$ cat src/common/mem_defines.svh
`ifndef MEM_DEFINES_SVH
`define MEM_DEFINES_SVH

// array geometry
`define MEM_DW    32   // data word width
`define MEM_DEPTH 256  // words in the array
`define MEM_AW    8    // word address width, log2 of depth

// bus side
`define MEM_SW    4    // byte selects per word

`endif

$ cat src/common/mem_pkg.sv
`include "mem_defines.svh"

package mem_pkg;

   // one data word
   // same shape is reused as the bit write mask
   typedef logic [`MEM_DW-1:0] mem_word_t;

   // word address into the array
   typedef logic [`MEM_AW-1:0] mem_addr_t;

   // wishbone byte selects, one per byte lane
   typedef logic [`MEM_SW-1:0] mem_sel_t;

endpackage

$ cat src/common/mem_req_if.sv
`timescale 1ns/10ps
`include "mem_defines.svh"

// single-cycle request path from the bus decoder to the array
// the ack side only watches
interface mem_req_if;

   logic                valid;  // request this cycle
   logic                we;     // write when high
   mem_pkg::mem_addr_t  addr;   // word address
   mem_pkg::mem_word_t  wem;    // per bit write enable
   mem_pkg::mem_word_t  wdata;  // write data
   mem_pkg::mem_word_t  rdata;  // registered read data

   // bus decoder drives the request
   modport req (
      output valid, we, addr, wem, wdata
   );

   // array consumes the request, returns read data
   modport mem (
      input  valid, we, addr, wem, wdata,
      output rdata
   );

   // ack generator only looks
   modport mon (
      input valid, we, rdata
   );

endinterface

$ cat src/logic/wb_ack_gen.sv
`timescale 1ns/10ps
`include "mem_defines.svh"

module wb_ack_gen (
   input  logic               clk,
   input  logic               rst_n,
   mem_req_if.mon             req,
   output logic               ack,
   output mem_pkg::mem_word_t dat_r
);

   logic rd_q;  // acked transaction was a read

   // ack lands on the same edge as the array access
   always_ff @(posedge clk) begin
      if (!rst_n) begin
         ack  <= 1'b0;
         rd_q <= 1'b0;
      end else begin
         ack  <= req.valid;
         rd_q <= req.valid && !req.we;
      end
   end

   // read data only on a read ack, zero on write acks and idle cycles
   assign dat_r = (ack && rd_q) ? req.rdata : '0;

   // decoder pending flag keeps this a pulse
   a_ack_pulse : assert property (
      @(posedge clk) disable iff (!rst_n)
      ack |=> !ack
   );

endmodule

$ cat src/flat_wrapper.sv
// flat-port wrapper written by rule: the top's interface ports become plain ports
module wb_ack_gen_flat 
  (clk, rst_n, ack, dat_r, req_valid, req_we, req_rdata);
  mem_req_if req_i ();
  input  logic clk;
  input  logic rst_n;
  output logic ack;
  output mem_pkg::mem_word_t dat_r;
  input wire logic [$bits(req_i.valid)-1:0] req_valid;
  input wire logic [$bits(req_i.we)-1:0] req_we;
  input wire logic [$bits(req_i.rdata)-1:0] req_rdata;
  assign req_i.valid = req_valid;
  assign req_i.we = req_we;
  assign req_i.rdata = req_rdata;
  wb_ack_gen u_core (.clk(clk), .rst_n(rst_n), .req(req_i), .ack(ack), .dat_r(dat_r));
endmodule
$ cat config.mk
export PLATFORM = sky130hd
export DESIGN_NAME = wb_ack_gen_flat
export DESIGN_NICKNAME = d
export VERILOG_FILES = /design/src/common/mem_pkg.sv /design/src/common/mem_req_if.sv /design/src/logic/wb_ack_gen.sv /design/src/flat_wrapper.sv
export VERILOG_INCLUDE_DIRS = /design/src /design/src/common
export SDC_FILE = /design/constraint.sdc
export NUM_CORES = 1
export LEC_CHECK = 0
export BUFFER_PORTS_ARGS = -buffer_cell sky130_fd_sc_hd__buf_2
export CAP_MARGIN = 20
export CORE_MARGIN = 3
export CORE_UTILIZATION = 22
export DETAILED_ROUTE_END_ITERATION = 6
export PLACE_DENSITY = 0.81
export SLEW_MARGIN = 20
export SYNTH_ARGS = -nofsm -noshare
export SYNTH_HDL_FRONTEND = slang
export SYNTH_SLANG_ARGS = --single-unit
$ cat constraint.sdc
create_clock -name clk -period 2 [get_ports clk]
set_clock_uncertainty 0.2 [all_clocks]
set_input_delay 0.2 -clock clk [delete_from_list [all_inputs] [get_ports clk]]
set_output_delay 0.2 -clock clk [all_outputs]
set_load 0.005 [all_outputs]
==> results.md <==
- Count of antenna-violating nets left after detailed routing: 0
- Ratio of final minimum period to clock period: 84.15%
- Residual DRC: 0
- Share of the yosys chip area belonging to registers: 14.04%
- Combinational power share: 29.8%
- Post-DR vias/cell: 4.621
- Input/output buffers: 68
- Sequential share of power: 24.0%
- Net count after synthesis: 78
- Count of vias placed by the detailed router: 573
- Share of the core filled with cells: 57.14%
- Number of cells after detailed placement: 120
- Slew Limit Headroom: 76.76%
- Synth Instances: 42
- Result of the run: finished, final reports clean
- Worst Path Arrival: 1.28 ns
- Critical path endpoint category: output pin
- Final Setup Violations: 0
- Class of the most critical setup path: register to output pin
- Number of nets in the final layout: 148
- Delay of the slowest cell on the worst path: 0.51 ns
- Data required time at the worst endpoint: 1.60 ns
- Mapped cell area: 285.3 um^2
- Maximum fanout along the worst path: 19
- Power Internal: 0.1442 mW
- Die area: 0.001765 mm^2
- Launch instance of the worst min-delay path: rst_n
- Worst Tran Pin Value: 0.3482 ns
- Switching share of power: 23.79%
- Initial antenna violation count: 0
- Top Ports: 69
- Starting Density: 24.68%
- Gr ovfl total: 0
- Clock buffer count from CTS: 3
- Max-cap check violation count: 0
- Ratio of cells with drive above 1 in the final layout: 66.36%
- Pwr dens: 286.5 mW/mm^2
- PnR worst setup slack: 0.3171 ns
- Count of cell types in the netlist: 5
- Total core area: 0.001156 mm^2
- Flops & latches, synth: 2
- Leakage power summed over all cells: 0.5658 nW
- Library cell contributing the largest single delay on the critical path: sky130_fd_sc_hd__dfxtp_1
- Net switching power of the design: 0.04502 mW
- Quantity of hold-fixing buffers added after cts: 1
- Clk pin slew, worst setup/hold paths: 0.03 ns
- CTS tree: yes
- Total Wirelength: 1298 um
- Minimum setup slack after placement: 0.5254 ns
- Warnings, synthesis: 0
- Ant diodes: 0
- Critical Path, Cell by Cell: buf_4, and3_1, buf_2
- Pins Over Slew Limit: 0
- Achievable frequency: 0.5942 GHz
- Setup total negative slack: 0 ns
- Endpoints failing hold: 0
- GP Congestion: 0.6356
- Time the final worst path needs with I/O delays and setup: 1.683 ns
- Layout overhead on the synthesized area: 131.6%
- Clock tree sinks: 2
- Initial DRC count: 17
- Detailed-routing iteration count for the pre-antenna-repair pass: 4
- Clock power share: 46.3%
- CTS max path bufs: 2
- Worst setup SP type: register
- Via count of the first global-routing pass: 547
- Number of setup buffers added after CTS: 0
- Largest net degree at the start of global routing: 33
- Cell row count: 12
- Hold WC Path Type: input port to register
- CTS resizes: 0
- Average wire per cell in the routed design: 10.47 um
- Root Buffer Master: sky130_fd_sc_hd__clkbuf_4
- Post-route non-filler standard cell count: 124
- Die span in x: 42.01 um
- Hold worst-path end: u_core.ack
- Number of fillers in the final layout: 118
- Total number of H-tree levels: 1
- Global-route wire length before repair: 2283 um
- Mean area per synthesized cell: 6.792 um^2
- Overall routing resource usage: 15.86%
- Worst ir drop on vdd: 299.9 uV
- Setup repair after global routing missed its margin: no
- Die height: 42.01 um
- Hold depth: 2
## critical path: cells and delay by family (launching register included)
kind	cells	cell delay [ns]
flip-flops	1	0.51
AND/OR/NAND/NOR	1	0.18
buffers and inverters	2	0.37
## routing by layer
| metal | global-route usage (%) | wire length, um |
|---|---|---|
| met1 | 17.30 | 453 |
| met2 | 29.32 | 659 |
| met3 | 3.863 | 175 |
| met4 | 5.590 | 10 |
| met5 | 0 | 0 |
## worst max path at each step
stage	to	slack (ns)	cells after the start	from
floorplan	dat_r[0]	0.90	2	u_core.ack
global placement	dat_r[11]	0.59	3	u_core.ack
detailed placement	dat_r[31]	0.53	3	u_core.ack
CTS	dat_r[31]	0.29	3	u_core.ack
global route	dat_r[19]	0.17	3	u_core.ack
finish	dat_r[31]	0.32	3	u_core.ack
## area by class of cell
| class | count | area (um^2) | share of cell area, % |
|---|---|---|---|
| Tap cell | 14 | 17.52 | 2.652 |
| Timing Repair Buffer | 71 | 365.4 | 55.30 |
| Sequential cell | 2 | 40.04 | 6.061 |
| Clock buffer | 3 | 22.52 | 3.409 |
| Multi-Input combinational cell | 34 | 215.2 | 32.58 |
## per-stage QoR
step | instance area, um^2 | total power [mW] | hold WS [ns]
finish | 660.6 | 0.1893 | 0.01028
global route | 660.6 | 0.2109 | 0.01896
CTS | 660.6 | 0.1946 | 0.003141
detailed placement | 628.1 | 0.1015 | 0.2262
global placement | 628.1 | 0.09893 | 0.2197
floorplan | 285.3 | 0.06213 | 0.1217
## power groups by stage
stage	clock (mW)	combinational (mW)	sequential, mW
after floorplan	0	0.0178	0.0443
after global placement	0	0.0534	0.0455
after detailed placement	0	0.0555	0.0460
after CTS	0.0920	0.0571	0.0455
after global routing	0.100	0.0646	0.0462
final	0.0876	0.0563	0.0454
## state kept, by name, summed over array words and instances, names as in the netlist
name,count
u_core.ack,1
u_core.rd_q,1
## synthesized netlist by cell type, drive strengths merged
cell type  instances  share of area, %
and3b              1               3.1
dfxtp              2                14
buf                6                11
and2               1               2.2
and3              32                70
## placed cells by master (no fill, tap or decap)
cell type	netlist	routed
sky130_fd_sc_hd__buf_4	0	2
sky130_fd_sc_hd__buf_2	6	68
sky130_fd_sc_hd__and3_1	32	32
sky130_fd_sc_hd__dfxtp_1	2	2
sky130_fd_sc_hd__and2_1	1	1
sky130_fd_sc_hd__and3b_1	1	1
sky130_fd_sc_hd__clkbuf_4	0	3
sky130_fd_sc_hd__dlygate4sd3_1	0	1
## cell families after synthesis
family	after synthesis	synth area share [%]
simple gates	34	75.44
flops	2	14.04
buf+inv	6	10.53
Note: power is estimated with default switching activity, not from simulation.
