### src/common/mem_defines.svh
`ifndef MEM_DEFINES_SVH
`define MEM_DEFINES_SVH

// array geometry
`define MEM_DW    32   // data word width
`define MEM_DEPTH 256  // words in the array
`define MEM_AW    8    // word address width, log2 of depth

// bus side
`define MEM_SW    4    // byte selects per word

`endif

### src/common/mem_pkg.sv
`include "mem_defines.svh"

package mem_pkg;

   // one data word
   // same shape is reused as the bit write mask
   typedef logic [`MEM_DW-1:0] mem_word_t;

   // word address into the array
   typedef logic [`MEM_AW-1:0] mem_addr_t;

   // wishbone byte selects, one per byte lane
   typedef logic [`MEM_SW-1:0] mem_sel_t;

endpackage

### src/common/mem_req_if.sv
`timescale 1ns/10ps
`include "mem_defines.svh"

// single-cycle request path from the bus decoder to the array
// the ack side only watches
interface mem_req_if;

   logic                valid;  // request this cycle
   logic                we;     // write when high
   mem_pkg::mem_addr_t  addr;   // word address
   mem_pkg::mem_word_t  wem;    // per bit write enable
   mem_pkg::mem_word_t  wdata;  // write data
   mem_pkg::mem_word_t  rdata;  // registered read data

   // bus decoder drives the request
   modport req (
      output valid, we, addr, wem, wdata
   );

   // array consumes the request, returns read data
   modport mem (
      input  valid, we, addr, wem, wdata,
      output rdata
   );

   // ack generator only looks
   modport mon (
      input valid, we, rdata
   );

endinterface

### src/logic/wb_req_decode.sv
`timescale 1ns/10ps
`include "mem_defines.svh"

module wb_req_decode (
   input  logic               clk,
   input  logic               rst_n,
   input  logic               cyc,
   input  logic               stb,
   input  logic               we,
   input  mem_pkg::mem_addr_t adr,
   input  mem_pkg::mem_sel_t  sel,
   input  mem_pkg::mem_word_t dat_w,
   input  logic               busy,    // clear walk still running
   mem_req_if.req             req
);

   logic               pending;  // request already issued for this stb
   logic               issue;
   mem_pkg::mem_word_t wem_exp;  // byte selects widened to bits

   // raise the request on the first cycle the strobe is seen with the array free
   assign issue = cyc && stb && !busy && !pending;

   // each select bit covers one byte lane
   always_comb begin
      for (int i = 0; i < `MEM_SW; i++) begin
         wem_exp[i*(`MEM_DW/`MEM_SW) +: (`MEM_DW/`MEM_SW)] = {(`MEM_DW/`MEM_SW){sel[i]}};
      end
   end

   assign req.valid = issue;
   assign req.we    = we;
   assign req.addr  = adr;
   assign req.wem   = we ? wem_exp : '0;  // no mask bits on a read
   assign req.wdata = dat_w;

   // held strobe must not issue again
   always_ff @(posedge clk) begin
      if (!rst_n) begin
         pending <= 1'b0;
      end else if (!(cyc && stb)) begin
         pending <= 1'b0;                  // master dropped stb so ready for next
      end else if (issue) begin
         pending <= 1'b1;
      end
   end

   // one request per transaction even with stb held
   a_single_req : assert property (
      @(posedge clk) disable iff (!rst_n)
      req.valid |=> !req.valid
   );

endmodule

### src/flat_wrapper.sv
// flat-port wrapper written by rule: the top's interface ports become plain ports
module wb_req_decode_flat 
  (clk, rst_n, cyc, stb, we, adr, sel, dat_w, busy, req_valid, req_we, req_addr, req_wem, req_wdata);
  mem_req_if req_i ();
  input  logic clk;
  input  logic rst_n;
  input  logic cyc;
  input  logic stb;
  input  logic we;
  input  mem_pkg::mem_addr_t adr;
  input  mem_pkg::mem_sel_t sel;
  input  mem_pkg::mem_word_t dat_w;
  input  logic busy;
  output wire logic [$bits(req_i.valid)-1:0] req_valid;
  output wire logic [$bits(req_i.we)-1:0] req_we;
  output wire logic [$bits(req_i.addr)-1:0] req_addr;
  output wire logic [$bits(req_i.wem)-1:0] req_wem;
  output wire logic [$bits(req_i.wdata)-1:0] req_wdata;
  assign req_valid = req_i.valid;
  assign req_we = req_i.we;
  assign req_addr = req_i.addr;
  assign req_wem = req_i.wem;
  assign req_wdata = req_i.wdata;
  wb_req_decode u_core (.clk(clk), .rst_n(rst_n), .cyc(cyc), .stb(stb), .we(we), .adr(adr), .sel(sel), .dat_w(dat_w), .busy(busy), .req(req_i));
endmodule
### config.mk
export PLATFORM = sky130hd
export DESIGN_NAME = wb_req_decode_flat
export DESIGN_NICKNAME = d
export VERILOG_FILES = /design/src/common/mem_pkg.sv /design/src/common/mem_req_if.sv /design/src/logic/wb_req_decode.sv /design/src/flat_wrapper.sv
export VERILOG_INCLUDE_DIRS = /design/src /design/src/common
export SDC_FILE = /design/constraint.sdc
export NUM_CORES = 1
export LEC_CHECK = 0
export BUFFER_PORTS_ARGS = -buffer_cell sky130_fd_sc_hd__clkbuf_2
export CORE_MARGIN = 8
export CORE_UTILIZATION = 26
export DETAILED_ROUTE_END_ITERATION = 12
export GPL_TIMING_DRIVEN = 0
export PLACE_DENSITY = 0.88
export SKIP_LAST_GASP = 1
export SLEW_MARGIN = 5
export SYNTH_ARGS = -nofsm -noshare
export SYNTH_HDL_FRONTEND = slang
export SYNTH_SLANG_ARGS = --single-unit
### constraint.sdc
create_clock -name clk -period 1.1 [get_ports clk]
set_clock_uncertainty 0.05 [all_clocks]
set_input_delay 0.275 -clock clk [delete_from_list [all_inputs] [get_ports clk]]
set_output_delay 0.275 -clock clk [all_outputs]
set_load 0.05 [all_outputs]
==> flow_metrics.tcl <==
set metrics [dict create \
    outcome "finished, violations left" \
    violations "setup timing" \
    largest_reg_flops 1 \
    multi_input_area_um2 76.32 \
    timing.fmax_ghz 0.8359 \
    stdcell_count 190 \
    num_vias 722 \
    setup-violations-final 30 \
    clkSlewWorstSetupHoldPaths_ns 0 \
    grt_pass1_wl_um 4650 \
    yosys.area.top_type "buf_4" \
    synth_cells 79 \
    worstHoldPathType "register to register" \
    track_usage_pct 13.84 \
    grt_start_max_net_pins 9 \
    grt_antenna_before_repair 0 \
    diodes 0 \
    hold_viol 0 \
    core_area_um2 2191 \
    start_kind "primary input" \
    drtPass1Iterations 2 \
    drt_iter0_drc 8 \
    chipHeight_um 63.81 \
    end_kind "output pin" \
    io_buffers 83 \
    final_common_cell "clkbuf_2" \
    worstPathRequired_ns 0.77 \
    rows 17 \
    ys_types 8 \
    synthMuxAreaShare_pct 0 \
    p_sw_share_pct 55.99 \
    top_register "u_core.pending" \
    intPower_mw 0.5334 \
    synth_area_um2 594.3 \
    die_x_um 63.81 \
    report.final.slew_viol_count 0 \
    clock_latency_ns 0 \
    rsz0062_at_grt "yes" \
    tightest_slew_ns 0.3001 \
    ant_nets 0 \
    power.leakage_nw 0.9485 \
    crit_chain "buf_8, and2_4, buf_4, clkbuf_16" \
    wirelength_um 3344 \
    fin_crit_ns 1.196 \
    power_density_nw_per_um2 700.4 \
    peakVddDrop_mv 0.4728 \
    cp_max_fo 8 \
    max-slew-margin-rel_pct 80.08 \
    synthAdderAreaFrac_pct 0 \
    path_class "primary input to output pin" \
    seqPwrFrac_pct 3.2 \
    synth_simple_gate_area_share_pct 7.368 \
    synthXorXnorAreaFrac_pct 0 \
    slowest_delay_ns 0.21 \
    ios 124 \
    maxCapViolCount 0 \
    syn_nets 129 \
    regArea_um2 20.02 \
    place_congestion 0.7063 \
    drive_above_1_share_pct 98.15 \
    grt_pass1_vias 794 \
    synth_compound_area_share_pct 1.474 \
    area_growth_pct 191.2 \
    die_area_um2 4072 \
    top_regs "u_core.pending: 1 flops" \
    fin_crit_sh_pct 108.8 \
    dp_hpwl_um 2167 \
    netlist_top_cells_area "buf_4 (87%), and2_1 (4.2%), dfxtp_1 (3.4%), nor3_2 (1.7%), a21oi_2 (1.5%)" \
    start_util_pct 27.13 \
    dp_slack_ns -0.2165 \
    cp_data_arrival_time_ns 0.87 \
    layout_common_cells "clkbuf_2 (47), buf_4 (43), buf_6 (28)" \
    yosys.area.top_type_share_pct 87.16 \
    min_from "u_core.pending" \
    via_per_inst 3.800 \
    combPwrFrac_pct 96.8 \
    placedCellCount 190 \
    drc 0 \
    fill_cells 129 \
    fin_total_pwr_mw 1.212 \
    r2r_start "u_core.pending" \
    worst_slack_ns -0.09627 \
    switching_power_mw 0.6786 \
    overflow 0 \
    postSynthAreaPerCell_um2 7.523 \
    wl_per_cell_um 17.60 \
    yosys_register_bits 1 \
    reg2reg_slack_ns 0.47 \
    p_clk_share_pct 0 \
    ys_warn_count 0 \
    startpoint "we" \
    seq_area_frac_synth_pct 3.368 \
    slowest_stage "and2_4" \
    layout.nets 214 \
    synth_top_family_by_area "buffers and inverters" \
]
## area by class of cell
cell class              count  area share, %
multi-input cells           8          4.411
plain buffers              69          35.57
inverters                   1         0.2169
repair buffers             83          56.62
well taps                  28          2.025
flip-flops and latches      1          1.157
## critical path: cells and delay by family
family        cells  cell delay (ns)
buf+inv           3             0.38
simple gates      1             0.21
## final timing paths
kind,to,cells after the start
worst max-delay path,req_wem[6],4
worst min-delay path,u_core.pending,2
worst max register to register,u_core.pending,2
worst min register to register,u_core.pending,2
## power by group through the flow
stage          Sequential (mW)  Combinational [mW]  Clock (mW)
2_1_floorplan           0.0391               0.735           0
3_3_place_gp            0.0392               0.884           0
3_5_place_dp            0.0393               0.892           0
4_1_cts                 0.0393                1.11           0
5_1_grt                 0.0393                1.21           0
6_report                0.0392                1.17           0
## kinds of logic after synthesis
group           count (synthesis)
simple gates                    7
buf+inv                        70
flops                           1
compound gates                  1
## per-stage QoR
step	TNS [ns]	instance area [um^2]	utilization (%)	hold slack [ns]
after floorplan	0	610.6	-	0.3087
after detailed placement	-6.385	1061	48.43	0.4298
after CTS	-2.649	1640	74.87	0.4326
final	-2.169	1730	78.98	0.4282
after global placement	-6.406	1061	48.43	0.4303
after global routing	-2.681	1730	78.98	0.4551
## Yosys cell counts
master and instances:
dfxtp_1 1, buf_4 69, nor3_2 1, and2_1 4, nand3_1 1, inv_1 1, nand2_1 1, a21oi_2 1
## layer usage
layer / wire, um / vias up / share of wire [%] / track usage, %
met5: 0 / - / 0 / 0
met4: 29 / 0 / 0.87 / 0
met3: 399 / 2 / 12 / 6.098
met2: 1734 / 81 / 52 / 26.98
met1: 1181 / 302 / 35 / 13.90
li1: - / 337 / - / -
## timing repair
action                     4_1_cts  5_1_grt
setup endpoints to repair       34       33
pin swaps                        2        5
resized for setup              100       31
setup buffers                    0        0
hold buffers                     0        0
No activity file was read; power rests on OpenSTA's default activity.
