[src/common/mem_defines.svh]
`ifndef MEM_DEFINES_SVH
`define MEM_DEFINES_SVH

// array geometry
`define MEM_DW    32   // data word width
`define MEM_DEPTH 256  // words in the array
`define MEM_AW    8    // word address width, log2 of depth

// bus side
`define MEM_SW    4    // byte selects per word

`endif

[src/common/mem_pkg.sv]
`include "mem_defines.svh"

package mem_pkg;

   // one data word
   // same shape is reused as the bit write mask
   typedef logic [`MEM_DW-1:0] mem_word_t;

   // word address into the array
   typedef logic [`MEM_AW-1:0] mem_addr_t;

   // wishbone byte selects, one per byte lane
   typedef logic [`MEM_SW-1:0] mem_sel_t;

endpackage

[src/memory/mem_clear.sv]
`timescale 1ns/10ps
`include "mem_defines.svh"

module mem_clear (
   input  logic               clk,
   input  logic               rst_n,
   output logic               busy,      // high for the whole walk
   output logic               clr_en,
   output mem_pkg::mem_addr_t clr_addr
);

   logic clr_active;  // walk in progress
   logic last_word;

   assign last_word = (clr_addr == mem_pkg::mem_addr_t'(`MEM_DEPTH - 1));

   // one word per cycle from address zero then stop for good
   always_ff @(posedge clk) begin
      if (!rst_n) begin
         clr_active <= 1'b1;
         clr_addr   <= '0;
      end else if (clr_active) begin
         if (last_word) begin
            clr_active <= 1'b0;           // walk done and addr parks here
         end else begin
            clr_addr <= clr_addr + 1'b1;
         end
      end
   end

   assign clr_en = clr_active;
   assign busy   = clr_active;  // bus side waits on the same flag

   // counter only moves as part of a clear write
   a_addr_step : assert property (
      @(posedge clk) disable iff (!rst_n)
      (clr_addr != $past(clr_addr)) |-> $past(clr_en)
   );

endmodule

[config.mk]
export PLATFORM = sky130hd
export DESIGN_NAME = mem_clear
export DESIGN_NICKNAME = d
export VERILOG_FILES = /design/src/common/mem_pkg.sv /design/src/memory/mem_clear.sv
export VERILOG_INCLUDE_DIRS = /design/src /design/src/common
export SDC_FILE = /design/constraint.sdc
export NUM_CORES = 1
export LEC_CHECK = 0
export BUFFER_PORTS_ARGS = -buffer_cell sky130_fd_sc_hd__buf_2
export CAP_MARGIN = 20
export CORE_AREA = 2 2 39 41
export DETAILED_ROUTE_END_ITERATION = 10
export DIE_AREA = 0 0 41 43
export PLACE_DENSITY = 0.56
export SLEW_MARGIN = 20
export SYNTH_ARGS = -nofsm -noshare
export SYNTH_HDL_FRONTEND = slang
export SYNTH_SLANG_ARGS = --single-unit
[constraint.sdc]
create_clock -name clk -period 2.6 [get_ports clk]
set_input_delay 0.52 -clock clk [delete_from_list [all_inputs] [get_ports clk]]
set_output_delay 0.52 -clock clk [all_outputs]
set_load 0.02 [all_outputs]
==> metrics, run 1 <==
DIE WIDTH=a little over 40 um; CTS tree=done; area leader, netlist=dfxtp_1; CP max FO=6; Mapped Area=around 410 sq um; Final Setup Violations=0; CP Buf/Inv Count=0; initial antenna violation count=0; Power Total=~280 uW; GRT Util Overall=about an eighth; VDD IR max=0.2615 mV; CTS Root Cell=clkbuf_4; initial core utilization=about 30%; Hold EP=busy$_SDFF_PN1_; skew final=2.532 ps; sequential share of the synthesized area=43.64%; die area=roughly 0.0018 sq mm; share of layout cells above drive strength 1=a little under a quarter; H-Tree Depth=1; Worst EP required=2800 ps; Iteration-0 DRC Markers=22; GR Overflow Total=0; vias per std cell=~5; Placeable Area=around 0.0014 sq mm; mean area per synthesized cell=~8.4 sq um; Worst-Skew Late Latency=260 ps; HP Class=in2reg; Max Freq=651.7 MHz; Syn Inst Count=49; postcts setup bufs=0; clk slew on worst S/H paths=approximately 60 ps; Crit path arrival time=1730 ps; first-pass GRT wire length=about 1500 um; row count=14; HPWL after DPL=around 650 um; setup_tns=0 ps; FF-to-FF setup slack=between 1000 and 1500 ps; crit start category=flop; Diodes inserted=0; pin count of the biggest net entering global routing=9; Final Hold Viols=0; relative slew slack=between 70% and 80%; worst r2r dst=clr_addr[5]$_SDFFE_PN0P_; period utilization=59.02%; die height=around 43 um; Crit path max-delay family=simple AND/OR/NAND/NOR gates; Min-Delay Startpoint=rst_n; RePlAce Congestion=~0.83; top cells by area, synth=dfxtp_1, a21oi_1, nand3_1, nand4_1, o21ai_0; DR WL/cell=roughly 12 um; vias in the first global route=around 340; CTS Buf Count=3; Final ANT Viol Nets=0; Detailed Routing Iterations Pass 1=4; Largest stage delay, worst path=about 500 ps; worst r2r src=clr_addr[0]$_SDFFE_PN0P_; Setup CP Type=reg2reg; Post-route DRC=0; Leakage=~0.00023 uW; clock sinks=9; hold_buf cts=0; synth warn=0; max_cap viols=0; vias=406; nets=67; max-slew violation count=0; post-cts sizing count=0; PortBufs=11; Worst Max-Slew Pin Slew=around 350 ps; status=complete, no violations; hold path depth=2; DRT Wirelength=between 900 and 1000 um; CP Capture Type=flop; RSZ-0062 raised after global routing=no; syn nets=52; slowest CP cell=or4_1; final-layout fill cell count=approximately 140; CP Cell Sequence=ha_1 > nand3_1 > nor2_1 > or4_1 > a21oi_1; Yosys reg bits=9; post-synth top area share=a little over two fifths; post-layout min period=1534 ps; PwrDens=~540 mW/mm^2; synth unique cells=22; clk buf depth=2; I/O pin cnt=12; Synth-to-Final Area Change=22.73%; FF-to-FF path depth=5
## how the worst max path moves through the flow
stage,depth (start not counted),end,from
5_1_grt,5,clr_addr[5]$_SDFFE_PN0P_,clr_addr[0]$_SDFFE_PN0P_
6_report,5,clr_addr[5]$_SDFFE_PN0P_,clr_addr[0]$_SDFFE_PN0P_
4_1_cts,5,clr_addr[5]$_SDFFE_PN0P_,clr_addr[0]$_SDFFE_PN0P_
2_1_floorplan,5,clr_addr[5]$_SDFFE_PN0P_,clr_addr[0]$_SDFFE_PN0P_
3_5_place_dp,5,clr_addr[5]$_SDFFE_PN0P_,clr_addr[0]$_SDFFE_PN0P_
3_3_place_gp,5,clr_addr[5]$_SDFFE_PN0P_,clr_addr[0]$_SDFFE_PN0P_
## cells by family after synthesis
family,count (synthesis),synth area share [%]
fa+ha+maj,1,3.030
simple gates,21,28.49
compound gates,13,18.18
xor+xnor,1,2.122
flops,9,43.64
buf+inv,4,4.546
## cell usage in the layout (no fill, tap or decap)
| cell | Yosys | final |
|---|---|---|
| o31ai_1 | 1 | 1 |
| or4_1 | 1 | 1 |
| inv_1 | 3 | 3 |
| clkbuf_4 | 0 | 3 |
| o21ai_1 | 1 | 1 |
| and3_1 | 1 | 1 |
| xor2_1 | 1 | 1 |
| dfxtp_1 | 9 | 9 |
| buf_2 | 0 | 11 |
| o21bai_1 | 1 | 1 |
| a21oi_1 | 4 | 4 |
| o21a_1 | 1 | 1 |
| ha_1 | 1 | 1 |
| nor3_1 | 2 | 2 |
| and4_1 | 1 | 1 |
| o21ai_0 | 3 | 3 |
| nor2_1 | 3 | 3 |
| clkbuf_1 | 0 | 1 |
| nand2_1 | 4 | 4 |
| a31oi_1 | 2 | 2 |
| nor3b_1 | 1 | 1 |
| nand3_1 | 4 | 4 |
| nand4_1 | 3 | 3 |
| nand4_2 | 1 | 1 |
## power by group
group	internal (uW)	total, uW	switching [uW]
registers	142	147	5.41
clock network	59.3	110	50.4
logic	6.91	19.2	12.3
total	208	276	68.1
## cells in the mapped netlist
cell      count
dfxtp_1       9
a21oi_1       4
nand2_1       4
nand3_1       4
inv_1         3
nand4_1       3
nor2_1        3
o21ai_0       3
a31oi_1       2
nor3_1        2
and3_1        1
and4_1        1
buf_4         1
ha_1          1
nand4_2       1
nor3b_1       1
o21a_1        1
o21ai_1       1
o21bai_1      1
o31ai_1       1
or4_1         1
xor2_1        1
## registers in the layout, summed over array words and instances (netlist names)
signal,flops
clr_addr,8
busy,1
## layout make-up
| type | instances | area (sq um) | area share [%] |
|---|---|---|---|
| inverter | 3 | 11.26 | 2.222 |
| tap | 16 | 20.02 | 3.951 |
| sequential | 9 | 180.2 | 35.56 |
| multi-input combinational | 36 | 214.0 | 42.22 |
| clock buffer | 4 | 26.28 | 5.185 |
| timing repair buffer | 11 | 55.05 | 10.86 |
## metal layers
| layer | track usage, % | vias up | routed length (um) |
|---|---|---|---|
| li1 | - | 211 | - |
| met1 | 18.12 | 182 | 452 |
| met2 | 15.63 | 13 | 408 |
| met3 | 9.424 | 0 | 68 |
| met4 | 4.000 | 0 | 0 |
| met5 | 0 | - | 0 |
## stage by stage
step                hold slack, ps  worst slack, ps  instance area [sq um]  instances  utilization (%)
finish                       483.7             1066                  506.7         79            36.62
global route                 471.0            980.5                  506.7         79            36.62
CTS                          477.6             1060                  506.7         79            36.62
detailed placement           515.0             1082                  480.5         75            34.72
global placement             516.9             1132                  480.5         75            34.72
floorplan                    566.2             1072                  412.9         49                -
Power figures use the tool's default switching activity.
==> run 2: changes to the inputs <==
ABC_AREA = 1   (was default)
PLACE_DENSITY = 0.65   (was 0.56)
clock period = 1.4 ns   (was 2.6 ns; I/O delays follow)
==> metrics, run 2 <==
status=complete, no violations; mean area per synthesized cell=roughly 6.7 sq um; Diodes inserted=0; Detailed Routing Iterations Pass 1=4; Iteration-0 DRC Markers=10; RePlAce Congestion=around 0.77; post-cts sizing count=0; Placeable Area=around 0.0014 sq mm; DR WL/cell=9.408 um; CTS Root Cell=clkbuf_4; skew final=approximately 0.53 ps; max-slew violation count=0; synth unique cells=15; post-synth top area share=36.18%; GR Overflow Total=0; ys flop type=dfxtp_1; Leakage=around 0.00031 uW; slowest CP cell=dfxtp_1; commonest non-fill, non-tap cell in the layout=nand2_1; Crit path arrival time=around 1000 ps; crit path from=busy$_SDFF_PN1_; FF+latch area=180.2 sq um; synth cell count leaders=nand2_1, nor2_1, dfxtp_1, inv_1, nand3_1; Worst EP required=between 1000 and 1500 ps; clock sinks=9; Multi-input gate area=around 260 sq um; Worst-Skew Late Latency=around 260 ps; area leader, netlist=dfxtp_1; vias per std cell=~4.6; crit start category=flop; GRT Util Overall=around 14%; WHS=262.1 ps; Syn Inst Count=74; Final Hold Viols=0; initial core utilization=between 30 and 40%; post-layout min period=about 1300 ps; PortBufs=11; Final Setup Violations=0; relative slew slack=between 70% and 80%; postcts setup bufs=0; initial antenna violation count=0; max_cap viols=0; CTS Buf Count=3; RSZ-0062 raised after global routing=no; most frequent cells in the layout=nand2_1, nor2_1, buf_2; Post-route DRC=0; async set or reset register ratio after synthesis=0%; row count=14; Largest Register=clr_addr; HP Class=in2reg; Synth-to-Final Area Change=16.58%; count leader, synth=nand2_1; HPWL after DPL=around 730 um; EDFF count, synth=0; worst r2r src=clr_addr[1]$_SDFFE_PN0P_; vias in the first global route=about 380; Worst Max-Slew Pin Slew=around 350 ps; VDD IR max=roughly 0.34 mV; DRT Wirelength=between 900 and 1000 um; I/O pin cnt=12; H-Tree Depth=1; syn nets=77; Setup CP Type=reg2out; CP Buf/Inv Count=1; final-layout fill cell count=between 150 and 200; CP Cell Sequence=buf_2; first-pass GRT wire length=roughly 1600 um; nets=91; clk buf depth=2; Max Freq=764.0 MHz; max FFs per register=8; setup_tns=0 ps; hold_buf cts=0; pin count of the biggest net entering global routing=12; CTS tree=done; vias=469; Min-Delay Startpoint=rst_n; CP max FO=11; clk slew on worst S/H paths=70 ps; synth warn=0; CP Capture Type=output port; die area=roughly 0.0018 sq mm; die height=43 um; Yosys reg bits=9; Largest stage delay, worst path=between 500 and 600 ps; Crit path max-delay family=flip-flops; Mapped Area=~500 sq um; sequential share of the synthesized area=36.18%; top cells by area, synth=dfxtp_1, nand2_1, nor2_1, nand3_1, inv_1; Final ANT Viol Nets=0; DIE WIDTH=41 um; period utilization=between 90% and 100%; share of layout cells above drive strength 1=25.29%; PwrDens=~900 mW/mm^2
run 2: cell count changes after synthesis, sizes merged, moves of 4 or more:
cell | before | now
nand3 | 4 | 8
inv | 3 | 9
nor2 | 3 | 16
nand2 | 4 | 21
o21ai | 4 | 0
run 2: final cells by class:
type / instances / share of cell area (%)
Tap cell: 16 / 3.448
Sequential cell: 9 / 31.03
Inverter: 9 / 5.819
Timing Repair Buffer: 12 / 10.78
Multi-Input combinational cell: 53 / 44.40
Clock buffer: 4 / 4.526
run 2: cell families after synthesis:
family	count (synthesis)	synth area share [%]
compound gates	5	5.779
fa+ha+maj	1	2.512
buf+inv	12	12.06
flops	9	36.18
simple gates	47	43.47
run 2: stage by stage:
stage	cell area [sq um]	util, %	setup WS, ps	power (uW)	instances
2_1_floorplan	498.0	-	34.95	312.6	74
3_3_place_gp	554.3	40.05	211.1	325.0	99
3_5_place_dp	554.3	40.05	180.8	326.1	99
4_1_cts	580.6	41.95	88.85	538.1	103
5_1_grt	580.6	41.95	1.099	559.8	103
6_report	580.6	41.95	91.08	535.8	103
run 2: worst paths after layout:
path	to	slack [ps]	cells past startpoint
worst max-delay path	clr_en	90	1
worst max register to register	clr_addr[5]$_SDFFE_PN0P_	170	8
worst min-delay path	busy$_SDFF_PN1_	260	2
worst min register to register	clr_addr[7]$_SDFFE_PN0P_	460	2
run 2: per-layer routing:
layer	wire (um)	vias to the layer above	global-route usage (%)	part of all wire, %
met1	492	198	18.77	51
met3	33	4	3.665	3.4
met2	403	13	16.56	42
li1	-	254	-	-
met4	39	0	13.33	4.0
met5	0	-	0	0
run 2: power breakdown:
group	leakage [uW]	total, uW	switching [uW]	internal (uW)
combinational	0.000222	49.3	30.3	19.0
clock	0.0000150	216	106	110
sequential	0.0000732	270	7.33	263
==> run 3: changes to the inputs <==
ABC_AREA = default   (was 1)
CELL_PAD_IN_SITES_DETAIL_PLACEMENT = 1   (was default)
CELL_PAD_IN_SITES_GLOBAL_PLACEMENT = 2   (was default)
CORE_AREA = default   (was 2 2 39 41)
CORE_MARGIN = 1.5   (was default)
CORE_UTILIZATION = 23   (was default)
DIE_AREA = default   (was 0 0 41 43)
PLACE_DENSITY = 0.71   (was 0.65)
SETUP_SLACK_MARGIN = 0.1   (was default)
==> metrics, run 3 (synthesis results as in run 1) <==
HP Class=in2reg; Worst EP required=~1600 ps; PwrDens=867.4 mW/mm^2; setup_tns=0 ps; worst r2r dst=clr_addr[5]$_SDFFE_PN0P_; Leakage=about 0.00027 uW; routed wl met3=approximately 56 um; clk slew on worst S/H paths=about 60 ps; final-layout fill cell count=approximately 220; CTS tree=done; worst r2r src=clr_addr[0]$_SDFFE_PN0P_; Switching Fraction=between 20% and 30%; VDD IR max=0.4178 mV; Comb power frac=between 10% and 20%; routed length on met2=524 um; vias per std cell=around 4.8; hold_buf cts=0; die area=0.002058 sq mm; clock sinks=9; share of layout cells above drive strength 1=~47%; DIE WIDTH=between 40 and 50 um; Clk pwr share=a little under two fifths; DRT Wirelength=1166 um; die height=45.37 um; skew final=1.159 ps; Multi-input gate area=~240 sq um; switching power=between 100 and 150 uW; status=complete, no violations; Max Freq=between 700 and 800 MHz; Hold EP=busy$_SDFF_PN1_; DR WL/cell=around 12 um; WHS=approximately 250 ps; Final Cell Area=about 600 sq um; Seq pwr share=approximately half; post-layout min period=1298 ps; period utilization=92.74%; clk buf depth=2; Final Setup Violations=0; Crit path arrival time=1500 ps; Pint=a little under 400 uW; most frequent cells in the layout=buf_2, buf_4, nand2_1, dfxtp_2; vias in the first global route=roughly 450; FF-to-FF path depth=5; crit path from=clr_addr[0]$_SDFFE_PN0P_; Metal-1 WL=between 500 and 600 um; Worst Max-Slew Pin Slew=between 200 and 300 ps; Diodes inserted=0; Final ANT Viol Nets=0; FF-to-FF setup slack=just over 100 ps; Setup CP Type=reg2reg; max_cap viols=0; initial antenna violation count=0; GRT Util Overall=14.84%; row count=15; nets=74; CP Capture Type=flop; HPWL after DPL=between 800 and 900 um; I/O pin cnt=12; Iteration-0 DRC Markers=4; max FFs per register=8; Post-Place Cells=between 80 and 90; Largest Register=clr_addr; Worst-Skew Late Latency=260 ps; CP max FO=4; initial core utilization=approximately a quarter; H-Tree Depth=1; Post-route DRC=0; Synth-to-Final Area Change=47.88%; GR Overflow Total=0; Min-Delay Startpoint=rst_n; PortBufs=11; Final Hold Viols=0; Post-Layout Cell Count=95; Placeable Area=around 0.0017 sq mm; max-slew violation count=0; uppermost layer routed=met4; CTS Buf Count=3; hold path depth=2; commonest non-fill, non-tap cell in the layout=buf_2; vias=452; Detailed Routing Iterations Pass 1=4; pin count of the biggest net entering global routing=9; Cell Area, Placed=550.5 sq um; RSZ-0062 raised after global routing=yes; RePlAce Congestion=0.7570; first-pass GRT wire length=around 2000 um; CTS Root Cell=clkbuf_4; FF+latch area=about 190 sq um; crit start category=flop; relative slew slack=82.63%
-- run 3: cell count changes in the layout (fill, tap and decap cells not counted), sizes merged, moves of 2 or more --
cell and delta:
buf +6, o21ai +4, a31oi +2, nand2 -17, nor2 -13, inv -6, nand3 -4, nand4 +2
nor3 +2
-- run 3: area by class of cell --
class / instances / area share, %
clock buffer: 4 / 4.303
inverter: 3 / 1.844
multi-input combinational: 36 / 39.55
sequential: 9 / 31.56
tap: 25 / 5.123
timing repair buffer: 18 / 17.62
-- run 3: stage by stage --
stage / util (%) / power [uW] / setup WS [ps]
final: 35.75 / 529.6 / 101.7
after floorplan: - / 305.6 / 97.59
after global placement: 32.23 / 323.3 / 99.90
after CTS: 35.09 / 537.6 / 72.20
after detailed placement: 32.23 / 322.7 / 78.32
after global routing: 35.75 / 561.2 / 42.69
-- run 3: layer usage --
metal  vias up  track usage (%)
met4         0            8.824
li1        223                -
met5         -                0
met2        13            22.00
met3         2            7.143
met1       214            17.19
-- run 3: power by group through the flow --
stage | sequential, uW | combinational, uW | clock (uW)
6_report | 273 | 53.6 | 204
3_3_place_gp | 281 | 42.0 | 0
4_1_cts | 272 | 54.3 | 211
3_5_place_dp | 282 | 40.3 | 0
2_1_floorplan | 289 | 16.5 | 0
5_1_grt | 273 | 60.4 | 227
-- run 3: repair_timing --
item                       CTS  global route
buffers inserted             3             0
pin swaps                    2             1
gates resized for setup      0             5
setup endpoints to repair    1             4
-- run 3: how the worst max path moves through the flow --
stage | endpoint
after global routing | clr_addr[5]$_SDFFE_PN0P_
after floorplan | clr_addr[5]$_SDFFE_PN0P_
after global placement | clr_addr[5]$_SDFFE_PN0P_
after CTS | clr_addr[5]$_SDFFE_PN0P_
after detailed placement | clr_addr[5]$_SDFFE_PN0P_
final | clr_addr[5]$_SDFFE_PN0P_
-- run 3: critical path, stage by stage, from the launching register on --
cell and delay [ps]:
dfxtp_4 350, ha_4 170, nand3_2 80, nor2_2 50, or4_4 480, a21oi_2 110
